--- src/design/tru_pkg.sv ---
package tru_pkg;

   // switch geometry
   localparam int NUM_PORTS = 8;
   localparam int PORT_ID_W = 3;

   // table geometry
   localparam int FID_W    = 4;
   localparam int FID_NUM  = 16;
   localparam int SUB_NUM  = 4;
   localparam int SUB_ID_W = 2;

   // link must stay up this many cycles before it is trusted
   localparam int STABLE_UP_CYCLES = 100;
   localparam int STABLE_CNT_W     = $clog2(STABLE_UP_CYCLES + 1);
   localparam logic [STABLE_CNT_W-1:0] STABLE_CNT_MAX = STABLE_CNT_W'(STABLE_UP_CYCLES);

   typedef logic [NUM_PORTS-1:0] port_mask_t;

   // one subentry, replacement pattern mode only
   typedef struct packed {
      logic       valid;
      port_mask_t pattern_mask;   // which down bits are looked at
      port_mask_t pattern_match;  // value they must have
      port_mask_t ports_mask;     // bits replaced on a match
      port_mask_t ports_egress;
      port_mask_t ports_ingress;
   } tru_sub_t;

   // whole FID entry, subentry 0 is the default
   typedef tru_sub_t [SUB_NUM-1:0] tru_entry_t;

   // table write command from software
   typedef struct packed {
      logic                wr;    // write strobe
      logic [FID_W-1:0]    fid;
      logic [SUB_ID_W-1:0] sub;
      tru_sub_t            data;
   } tru_tab_wr_t;

   // forwarding request
   typedef struct packed {
      logic                 valid;  // one-cycle pulse
      logic [FID_W-1:0]     fid;
      logic [PORT_ID_W-1:0] req_port;
   } tru_req_t;

   // forwarding response
   typedef struct packed {
      logic                 valid;  // one-cycle pulse
      logic                 drop;
      logic [PORT_ID_W-1:0] resp_port;
      port_mask_t           port_mask;
   } tru_resp_t;

   // link state seen by the resolver
   typedef struct packed {
      port_mask_t up;      // registered link status
      port_mask_t stable;  // up for long enough
   } tru_port_state_t;

endpackage

--- src/design/tru_port_state.sv ---
`timescale 1ns/1ps

module tru_port_state
(
   input  logic                     clk,
   input  logic                     rst_n_i,
   input  tru_pkg::port_mask_t      ep_status_i,
   output tru_pkg::tru_port_state_t state_o
);

   tru_pkg::port_mask_t up_q;
   tru_pkg::port_mask_t stable_w;

   // one up-time counter per port, saturating at the threshold
   logic [tru_pkg::STABLE_CNT_W-1:0] cnt_q [tru_pkg::NUM_PORTS];

   always_ff @(posedge clk)
   begin
      if (!rst_n_i)
      begin
         up_q <= '0;
      end
      else
      begin
         up_q <= ep_status_i;  // endpoint link level
      end
   end

   always_ff @(posedge clk)
   begin
      if (!rst_n_i)
      begin
         for (int p = 0; p < tru_pkg::NUM_PORTS; p++)
         begin
            cnt_q[p] <= '0;
         end
      end
      else
      begin
         for (int p = 0; p < tru_pkg::NUM_PORTS; p++)
         begin
            if (!up_q[p])
            begin
               cnt_q[p] <= '0;  // any drop restarts the wait
            end
            else if (cnt_q[p] != tru_pkg::STABLE_CNT_MAX)
            begin
               cnt_q[p] <= cnt_q[p] + 1'b1;
            end
         end
      end
   end

   // gating with up_q makes a link loss visible one cycle after the status falls
   always_comb
   begin
      for (int p = 0; p < tru_pkg::NUM_PORTS; p++)
      begin
         stable_w[p] = up_q[p] && (cnt_q[p] == tru_pkg::STABLE_CNT_MAX);
      end
   end

   assign state_o.up     = up_q;
   assign state_o.stable = stable_w;

endmodule

--- src/design/tru_tab.sv ---
`timescale 1ns/1ps

module tru_tab
(
   input  logic                         clk,
   input  logic                         rst_n_i,
   input  tru_pkg::tru_tab_wr_t         tab_wr_i,
   input  logic [tru_pkg::FID_W-1:0]    rd_fid_i,
   output tru_pkg::tru_entry_t          rd_entry_o
);

   // subentry payload storage
   tru_pkg::tru_sub_t mem_q [tru_pkg::FID_NUM][tru_pkg::SUB_NUM];

   // valid flags kept apart so reset can wipe the whole table
   logic [tru_pkg::SUB_NUM-1:0] valid_q [tru_pkg::FID_NUM];

   tru_pkg::tru_entry_t rd_w;
   tru_pkg::tru_entry_t rd_q;

   always_ff @(posedge clk)
   begin
      if (tab_wr_i.wr)
      begin
         mem_q[tab_wr_i.fid][tab_wr_i.sub] <= tab_wr_i.data;
      end
   end

   always_ff @(posedge clk)
   begin
      if (!rst_n_i)
      begin
         for (int f = 0; f < tru_pkg::FID_NUM; f++)
         begin
            valid_q[f] <= '0;
         end
      end
      else if (tab_wr_i.wr)
      begin
         valid_q[tab_wr_i.fid][tab_wr_i.sub] <= tab_wr_i.data.valid;
      end
   end

   // gather all subentries of the addressed FID
   always_comb
   begin
      for (int s = 0; s < tru_pkg::SUB_NUM; s++)
      begin
         rd_w[s]       = mem_q[rd_fid_i][s];
         rd_w[s].valid = valid_q[rd_fid_i][s];  // flag array is authoritative
      end
   end

   // registered read, one cycle latency
   always_ff @(posedge clk)
   begin
      rd_q <= rd_w;
   end

   assign rd_entry_o = rd_q;

endmodule

--- src/design/tru_resolve.sv ---
`timescale 1ns/1ps

module tru_resolve
(
   input  logic                         clk,
   input  logic                         rst_n_i,
   input  tru_pkg::tru_req_t            req_i,
   output logic [tru_pkg::FID_W-1:0]    rd_fid_o,
   input  tru_pkg::tru_entry_t          entry_i,
   input  tru_pkg::tru_port_state_t     port_state_i,
   input  tru_pkg::port_mask_t          pass_all_i,
   output tru_pkg::tru_resp_t           resp_o
);

   // stage 1, request waiting for its table entry
   logic                          s1_valid_q;
   logic [tru_pkg::PORT_ID_W-1:0] s1_port_q;
   tru_pkg::port_mask_t           s1_pass_all_q;

   // stage 2 working values
   tru_pkg::port_mask_t down_w;
   tru_pkg::port_mask_t ingress_w;
   tru_pkg::port_mask_t egress_w;
   tru_pkg::port_mask_t enabled_w;
   tru_pkg::port_mask_t req_bit_w;
   logic                drop_w;

   tru_pkg::tru_resp_t resp_q;

   assign rd_fid_o = req_i.fid;  // table registers the read on this edge

   always_ff @(posedge clk)
   begin
      if (!rst_n_i)
      begin
         s1_valid_q <= 1'b0;
      end
      else
      begin
         s1_valid_q <= req_i.valid;
      end
   end

   // pass_all travels with the request so both masks come from the same cycle
   always_ff @(posedge clk)
   begin
      s1_port_q     <= req_i.req_port;
      s1_pass_all_q <= pass_all_i;
   end

   // apply the subentries of the returned entry
   always_comb
   begin
      down_w = ~port_state_i.stable;

      // default subentry
      if (entry_i[0].valid)
      begin
         ingress_w = entry_i[0].ports_ingress;
         egress_w  = entry_i[0].ports_egress;
      end
      else
      begin
         ingress_w = '0;
         egress_w  = '0;
      end

      // higher index wins on overlapping bits
      for (int s = 1; s < tru_pkg::SUB_NUM; s++)
      begin
         if (entry_i[s].valid &&
             ((down_w & entry_i[s].pattern_mask) == entry_i[s].pattern_match))
         begin
            ingress_w = (ingress_w & ~entry_i[s].ports_mask) |
                        (entry_i[s].ports_ingress & entry_i[s].ports_mask);
            egress_w  = (egress_w & ~entry_i[s].ports_mask) |
                        (entry_i[s].ports_egress & entry_i[s].ports_mask);
         end
      end
   end

   assign enabled_w = s1_pass_all_q & port_state_i.stable;  // usable ports
   assign req_bit_w = tru_pkg::port_mask_t'(1) << s1_port_q;
   assign drop_w    = ((ingress_w & enabled_w & req_bit_w) == '0);

   always_ff @(posedge clk)
   begin
      if (!rst_n_i)
      begin
         resp_q <= '0;
      end
      else
      begin
         resp_q.valid     <= s1_valid_q;
         resp_q.drop      <= drop_w;
         resp_q.resp_port <= s1_port_q;
         // never send back out of the ingress port
         resp_q.port_mask <= drop_w ? '0 : (egress_w & enabled_w & ~req_bit_w);
      end
   end

   assign resp_o = resp_q;

endmodule

--- src/design/tru_top.sv ---
`timescale 1ns/1ps

module tru_top
(
   input  logic                  clk,
   input  logic                  rst_n_i,
   input  tru_pkg::tru_tab_wr_t  tab_wr_i,    // software table writes
   input  tru_pkg::tru_req_t     tru_req_i,
   input  tru_pkg::port_mask_t   ep_status_i,  // link levels from endpoints
   input  tru_pkg::port_mask_t   pass_all_i,   // forwarding enables
   output tru_pkg::tru_resp_t    tru_resp_o
);

   tru_pkg::tru_port_state_t    port_state;
   logic [tru_pkg::FID_W-1:0]   rd_fid;
   tru_pkg::tru_entry_t         rd_entry;

   // link tracking
   tru_port_state u_port_state
   (
      .clk         (clk),
      .rst_n_i     (rst_n_i),
      .ep_status_i (ep_status_i),
      .state_o     (port_state)
   );

   // topology table
   tru_tab u_tab
   (
      .clk         (clk),
      .rst_n_i     (rst_n_i),
      .tab_wr_i    (tab_wr_i),
      .rd_fid_i    (rd_fid),
      .rd_entry_o  (rd_entry)
   );

   // two-stage request pipeline
   tru_resolve u_resolve
   (
      .clk          (clk),
      .rst_n_i      (rst_n_i),
      .req_i        (tru_req_i),
      .rd_fid_o     (rd_fid),
      .entry_i      (rd_entry),
      .port_state_i (port_state),
      .pass_all_i   (pass_all_i),
      .resp_o       (tru_resp_o)
   );

endmodule

--- config.mk ---
export PLATFORM = sky130hd
export DESIGN_NAME = tru_top
export DESIGN_NICKNAME = d
export VERILOG_FILES = /design/src/design/tru_pkg.sv /design/src/design/tru_port_state.sv /design/src/design/tru_tab.sv /design/src/design/tru_resolve.sv /design/src/design/tru_top.sv
export SDC_FILE = /design/constraint.sdc
export NUM_CORES = 2
export LEC_CHECK = 0
export BUFFER_PORTS_ARGS = -buffer_cell sky130_fd_sc_hd__clkbuf_2
export CORE_MARGIN = 5
export CORE_UTILIZATION = 55
export CTS_CLUSTER_SIZE = 8
export DETAILED_ROUTE_END_ITERATION = 7
export PLACE_DENSITY_LB_ADDON = 0.05
export SLEW_MARGIN = 5
export SYNTH_ARGS = -nofsm -noshare
export SYNTH_HDL_FRONTEND = slang
export SYNTH_HIERARCHICAL = 1
export SYNTH_SLANG_ARGS = --single-unit
--- constraint.sdc ---
create_clock -name clk -period 5.5 [get_ports clk]
set_clock_uncertainty 0.2 [all_clocks]
set_input_delay 0.275 -clock clk [delete_from_list [all_inputs] [get_ports clk]]
set_output_delay 0.275 -clock clk [all_outputs]
set_load 0.1 [all_outputs]
After elaboration in Yosys (flattened, before gate mapping)
Memories as Yosys holds them, arrays and structs flattened. A register that Yosys moved wholly into a read port is not among the register bits.
Index checks and enable logic that the tools add are counted.
{"block": "totals", "ff_bits": 33, "ram_bits": 2744, "inputBits": 74, "output_inout_bits": 13, "elab_cells": 200, "n_memories": 3}
{"memory": "u_tab.mem_q", "words": 16, "word_bits": 164, "rd": 1, "rd_clocked_by_memory_dff": 1, "wr": 1, "line_no": "tru_tab.sv:13", "source": "tru_pkg::tru_sub_t mem_q [tru_pkg::FID_NUM][tru_pkg::SUB_NUM];"}
{"memory": "u_tab.valid_q", "words": 16, "word_bits": 4, "rd": 1, "rd_clocked_by_memory_dff": 1, "wr": 16, "line_no": "tru_tab.sv:16", "source": "logic [tru_pkg::SUB_NUM-1:0] valid_q [tru_pkg::FID_NUM];"}
{"memory": "u_port_state.cnt_q", "words": 8, "word_bits": 7, "rd": 8, "rd_clocked_by_memory_dff": 0, "wr": 8, "line_no": "tru_port_state.sv:15", "source": "logic [tru_pkg::STABLE_CNT_W-1:0] cnt_q [tru_pkg::NUM_PORTS];"}
{"block": "classes", "addsub": 8, "n_lt_le_gt_ge": 4, "n_eq_ne": 19, "shifts": 1, "mux": 92, "n_bitwise": 49, "n_reduce_logical": 16}
{"operator": "two-way mux 164 bit", "count": 1}
{"operator": "bitwise AND 8 bit", "count": 20}
{"operator": "two-way mux 7 bit", "count": 16}
{"operator": "demux 41 bit (select 2 bit)", "count": 1}
{"operator": "two-way mux 8 bit", "count": 8}
{"operator": "two-way mux 1 bit", "count": 60}
{"operator": "adder 7 x 1 -> 7 bit (second input constant)", "count": 8}
{"operator": "== test 7 bit (second input constant)", "count": 8}
{"operator": "!= test 7 bit (second input constant)", "count": 8}
{"operator": "OR 8 bit", "count": 6}
{"operator": "two-way mux 41 bit", "count": 1}
{"operator": "inverter 8 bit", "count": 5}
{"operator": "== test 8 bit", "count": 3}
{"operator": "two-way mux 4 bit", "count": 4}
{"operator": "OR 1 bit", "count": 16}
{"operator": "logical AND 1 bit", "count": 13}
{"operator": "logical NOT 8 bit", "count": 1}
{"operator": "left shift 1 x 3 -> 8 bit (first input constant)", "count": 1}
{"operator": "OR reduction 4 bit", "count": 1}
{"operator": ">= comparator 3 bit (second input constant)", "count": 1}
{"operator": "less-than comparator 2 x 3 -> 1 bit (second input constant)", "count": 1}
{"operator": "less-than comparator 3 x 1 -> 1 bit (second input constant)", "count": 1}
{"operator": "inverter 2 -> 3 bit", "count": 1}
{"operator": "demux 1 bit (select 2 bit)", "count": 1}
{"operator": "other kinds (3)", "count": 3}

Depth between registers and ports, before layout
{"block": "logic_depth", "ltp_word": 17, "mapped_depth": 16, "ltp_nobuf": 14}

Cells and area by module
Netlist, hierarchy kept.
{"mod": "tru_tab", "n_inst": 1, "cells_per_inst": 4553, "area_each_um2": 102960.0, "seq_area_each_um2": 82078.7}
{"mod": "tru_port_state", "n_inst": 1, "cells_per_inst": 316, "area_each_um2": 3324.4, "seq_area_each_um2": 1841.8}
{"mod": "tru_resolve", "n_inst": 1, "cells_per_inst": 282, "area_each_um2": 2242.2, "seq_area_each_um2": 500.5}

Least setup slack after synthesis
No wires, ideal clock.
{"block": "synth_path", "path_type": "input to register", "from": "input tab_wr_i[46] (netlist bit)", "to": "memory u_tab/mem_q[11][100] (netlist bit), enable pin", "setup_ns": 0.438, "arrival_ns": 2.894, "path_slack_ns": 1.968, "cell_stages": 5, "path_buffers": 2, "cell_sequence": "clkbuf_1 > nor2b_1 > clkbuf_1 > nand3_1 > nor2_1"}
{"item": "start, declared", "line_no": "tru_top.sv:7", "source": "input tru_pkg::tru_tab_wr_t tab_wr_i,"}
{"item": "end, declared", "line_no": "tru_tab.sv:13"}
Straight into the memory's write port.

==> results.md <==
* Status: finished, final reports clean
* Reg clk slew, reported paths at 50 ps
* Setup TNS at 0 ps
* Via count at 47090
* Critical Path End Type: flop
* Kind of critical path: flop to flop
* Leakage power at 34.87 nW
* Number of global-route vias before repair at 48020
* Max-cap viol count at 0
* Final Hold Vio Count at 0
* Slowest-stage cell, CP: and3_1
* Row count at 151
* Core area at 0.1695 mm²
* GRT Total Usage at around 27%
* Commonest non-fill, non-tap cell in the layout: edfxtp_1
* Share of cells above drive strength 1 at approximately 25%
* Worst skew pair latency at around 930 ps
* Port bufs at 86
* GRT Residual Overflow at 0
* Drt wl/cell at 32.75 µm
* Initial antenna violation count at 19
* CP bufs+invs at 1
* Worst hold path type: input pin to flop
* CP Data Required Time at 6070 ps
* Cells on Worst Hold Path at 4
* Post-layout util at 63.81%
* Power per cell area at 393.1 mW/mm²
* GPL Wtd Cong at 0.8497
* Critical Path AT at between 4000 and 5000 ps
* Peak supply drop at 0.0003550 V
* Postcts setup bufs at 0
* Initial Util at 55.36%
* CTS root buffer: clkbuf_16
* R2R depth at 14
* Startpoint Class: flop
* Maximum buffer depth of the clock tree at 4
* Mapped cell area at 0.09381 mm²
* Final Max Slew Viols at 0
* Most frequent cells in the layout: edfxtp_1, mux4_2, clkbuf_16
* Crit-path max cell delay at 620 ps
* DR iter-0 viols at 5071
* RSZ-0062 raised after global routing: false
* Largest net degree at the start of global routing at a little under 90
* Final ANT Viol Nets at 0
* Vert. Die Dim at 423 µm
* Fillers at 11520
* IO Pins at 87
* Synth Instances at about 4600
* Fin crit share at ~77%
* FF-to-FF Start: u_port_state/cnt_q[1][0]$_SDFFCE_PN0P_
* First drt pass iteration count at 6
* Cts repair resizes at 0
* Total CTS buffers at 358
* R2R setup slack at 1250 ps
* Synth-to-Final Area Change at 15.28%
* Top delay family on crit path: simple AND/OR/NAND/NOR gates
* Worst-path fanout max at 19
* HP Start: tru_req_i[3]
* Mapped Nets at 4649
* Final wirelength at 242.1 mm
* Hold EP: u_tab/rd_entry_o[50]$_DFF_P_
* Final layout net count at 5045
* Fmax at 235.5 MHz
* Synth Warn # at 6
* Drt via density at 6.368
* CTS tree: yes
* Dpl hpwl at 140.2 mm
* Die ar. at 0.1789 mm²
* TritonCTS Sinks at between 2000 and 2500
* Fin crit period at roughly 4200 ps
* Final setup fails at 0
* Critical path, cell by cell: inv_1 > ha_1 > nand4bb_1 > nor2_1 > and2_1 > and2b_1 > xnor2_1 > and4_1 > and3_1 > nand2_1 > a41oi_1 > o211ai_1 > nor4_4 > nor4_1
* CTS HTree Levels at 5
* First-pass GRT wire length at approximately 350 mm
* Drt drc at 0
* Worst-Margin Slew at 1235 ps
* RR Endpoint: u_resolve/resp_o[5]$_SDFF_PP0_
* Slew margin rel. at 17.65%
* Die width at 423 µm
* Syn Area/Cell at approximately 21 µm²
==> stage by stage <==
stage          hold slack, ps  std cells  power, W  instance area [µm²]  worst slack [ps]
2_1_floorplan           102.7       4559   0.02228                93810              1968
3_3_place_gp            180.2       6732   0.02321                97310              1422
3_5_place_dp            178.9       6732   0.02323                97310              1335
4_1_cts                0.4700       7391   0.04288               108100              1321
5_1_grt                 60.78       7391   0.04389               108100             938.4
6_report                43.48       7394   0.04251               108100              1254
==> repair_timing <==
item / in CTS / in global routing
setup endpoints to repair: 0 / 0
hold endpoints to repair: 1204 / 0
hold buffers: 81 / 0
==> worst max-delay path by stage <==
stage / from / cells after the start / slack, ps / to
6_report: u_port_state/cnt_q[1][0]$_SDFFCE_PN0P_ / 14 / 1250 / u_resolve/resp_o[5]$_SDFF_PP0_
5_1_grt: u_port_state/cnt_q[1][0]$_SDFFCE_PN0P_ / 14 / 940 / u_resolve/resp_o[5]$_SDFF_PP0_
4_1_cts: u_port_state/cnt_q[1][0]$_SDFFCE_PN0P_ / 14 / 1320 / u_resolve/resp_o[5]$_SDFF_PP0_
3_5_place_dp: u_port_state/cnt_q[1][0]$_SDFFCE_PN0P_ / 14 / 1340 / u_resolve/resp_o[11]$_SDFF_PN0_
3_3_place_gp: u_port_state/cnt_q[1][0]$_SDFFCE_PN0P_ / 14 / 1420 / u_resolve/resp_o[4]$_SDFF_PP0_
2_1_floorplan: tab_wr_i[46] / 5 / 1970 / u_tab/mem_q[11][100]$_DFFE_PP_
==> registers in the layout, indices dropped and copies added (netlist names) <==
signal,cells
u_resolve/s1_pass_all_q,8
u_port_state/cnt_q,56
u_resolve/s1_port_q,3
u_resolve/resp_o,13
u_tab/mem_q,2176
u_tab/rd_entry_o,140
u_resolve/s1_valid_q,1
u_tab/valid_q,64
u_port_state/up_q,8
==> area by class of cell <==
class                           instances  area [µm²]  area share (%)
Sequential cell                      2469       72410           66.95
Clock buffer                          572        9953           9.203
Clock inverter                          6       62.56         0.05785
Inverter                               63       236.5          0.2187
Multi-Input combinational cell       1748       20150           18.64
Timing Repair Buffer                  315        2549           2.357
Antenna cell                            3       7.507        0.006942
Tap cell                             2218        2775           2.566
==> layer usage <==
layer / track usage, % / share of wire [%] / vias up
met5: 0 / 0.033 / -
met4: 7.011 / 2.3 / 12
met3: 4.575 / 7.0 / 331
met2: 43.76 / 49 / 1923
met1: 39.64 / 42 / 25310
li1: - / - / 19510
==> tightest hold or removal path, cell delays in order <==
cell	delay, ps
buf_8	270
mux4_2	450
a22oi_1	70
nand2_1	60
==> power by group <==
| part | switching [W] | internal (W) | leakage (nW) |
|---|---|---|---|
| sequential | 0.000171 | 0.0208 | 22.3 |
| clock | 0.00743 | 0.0122 | 4.79 |
| combinational | 0.00124 | 0.000681 | 7.75 |
| total | 0.00884 | 0.0337 | 34.9 |
Note: power is estimated with default switching activity, not from simulation.
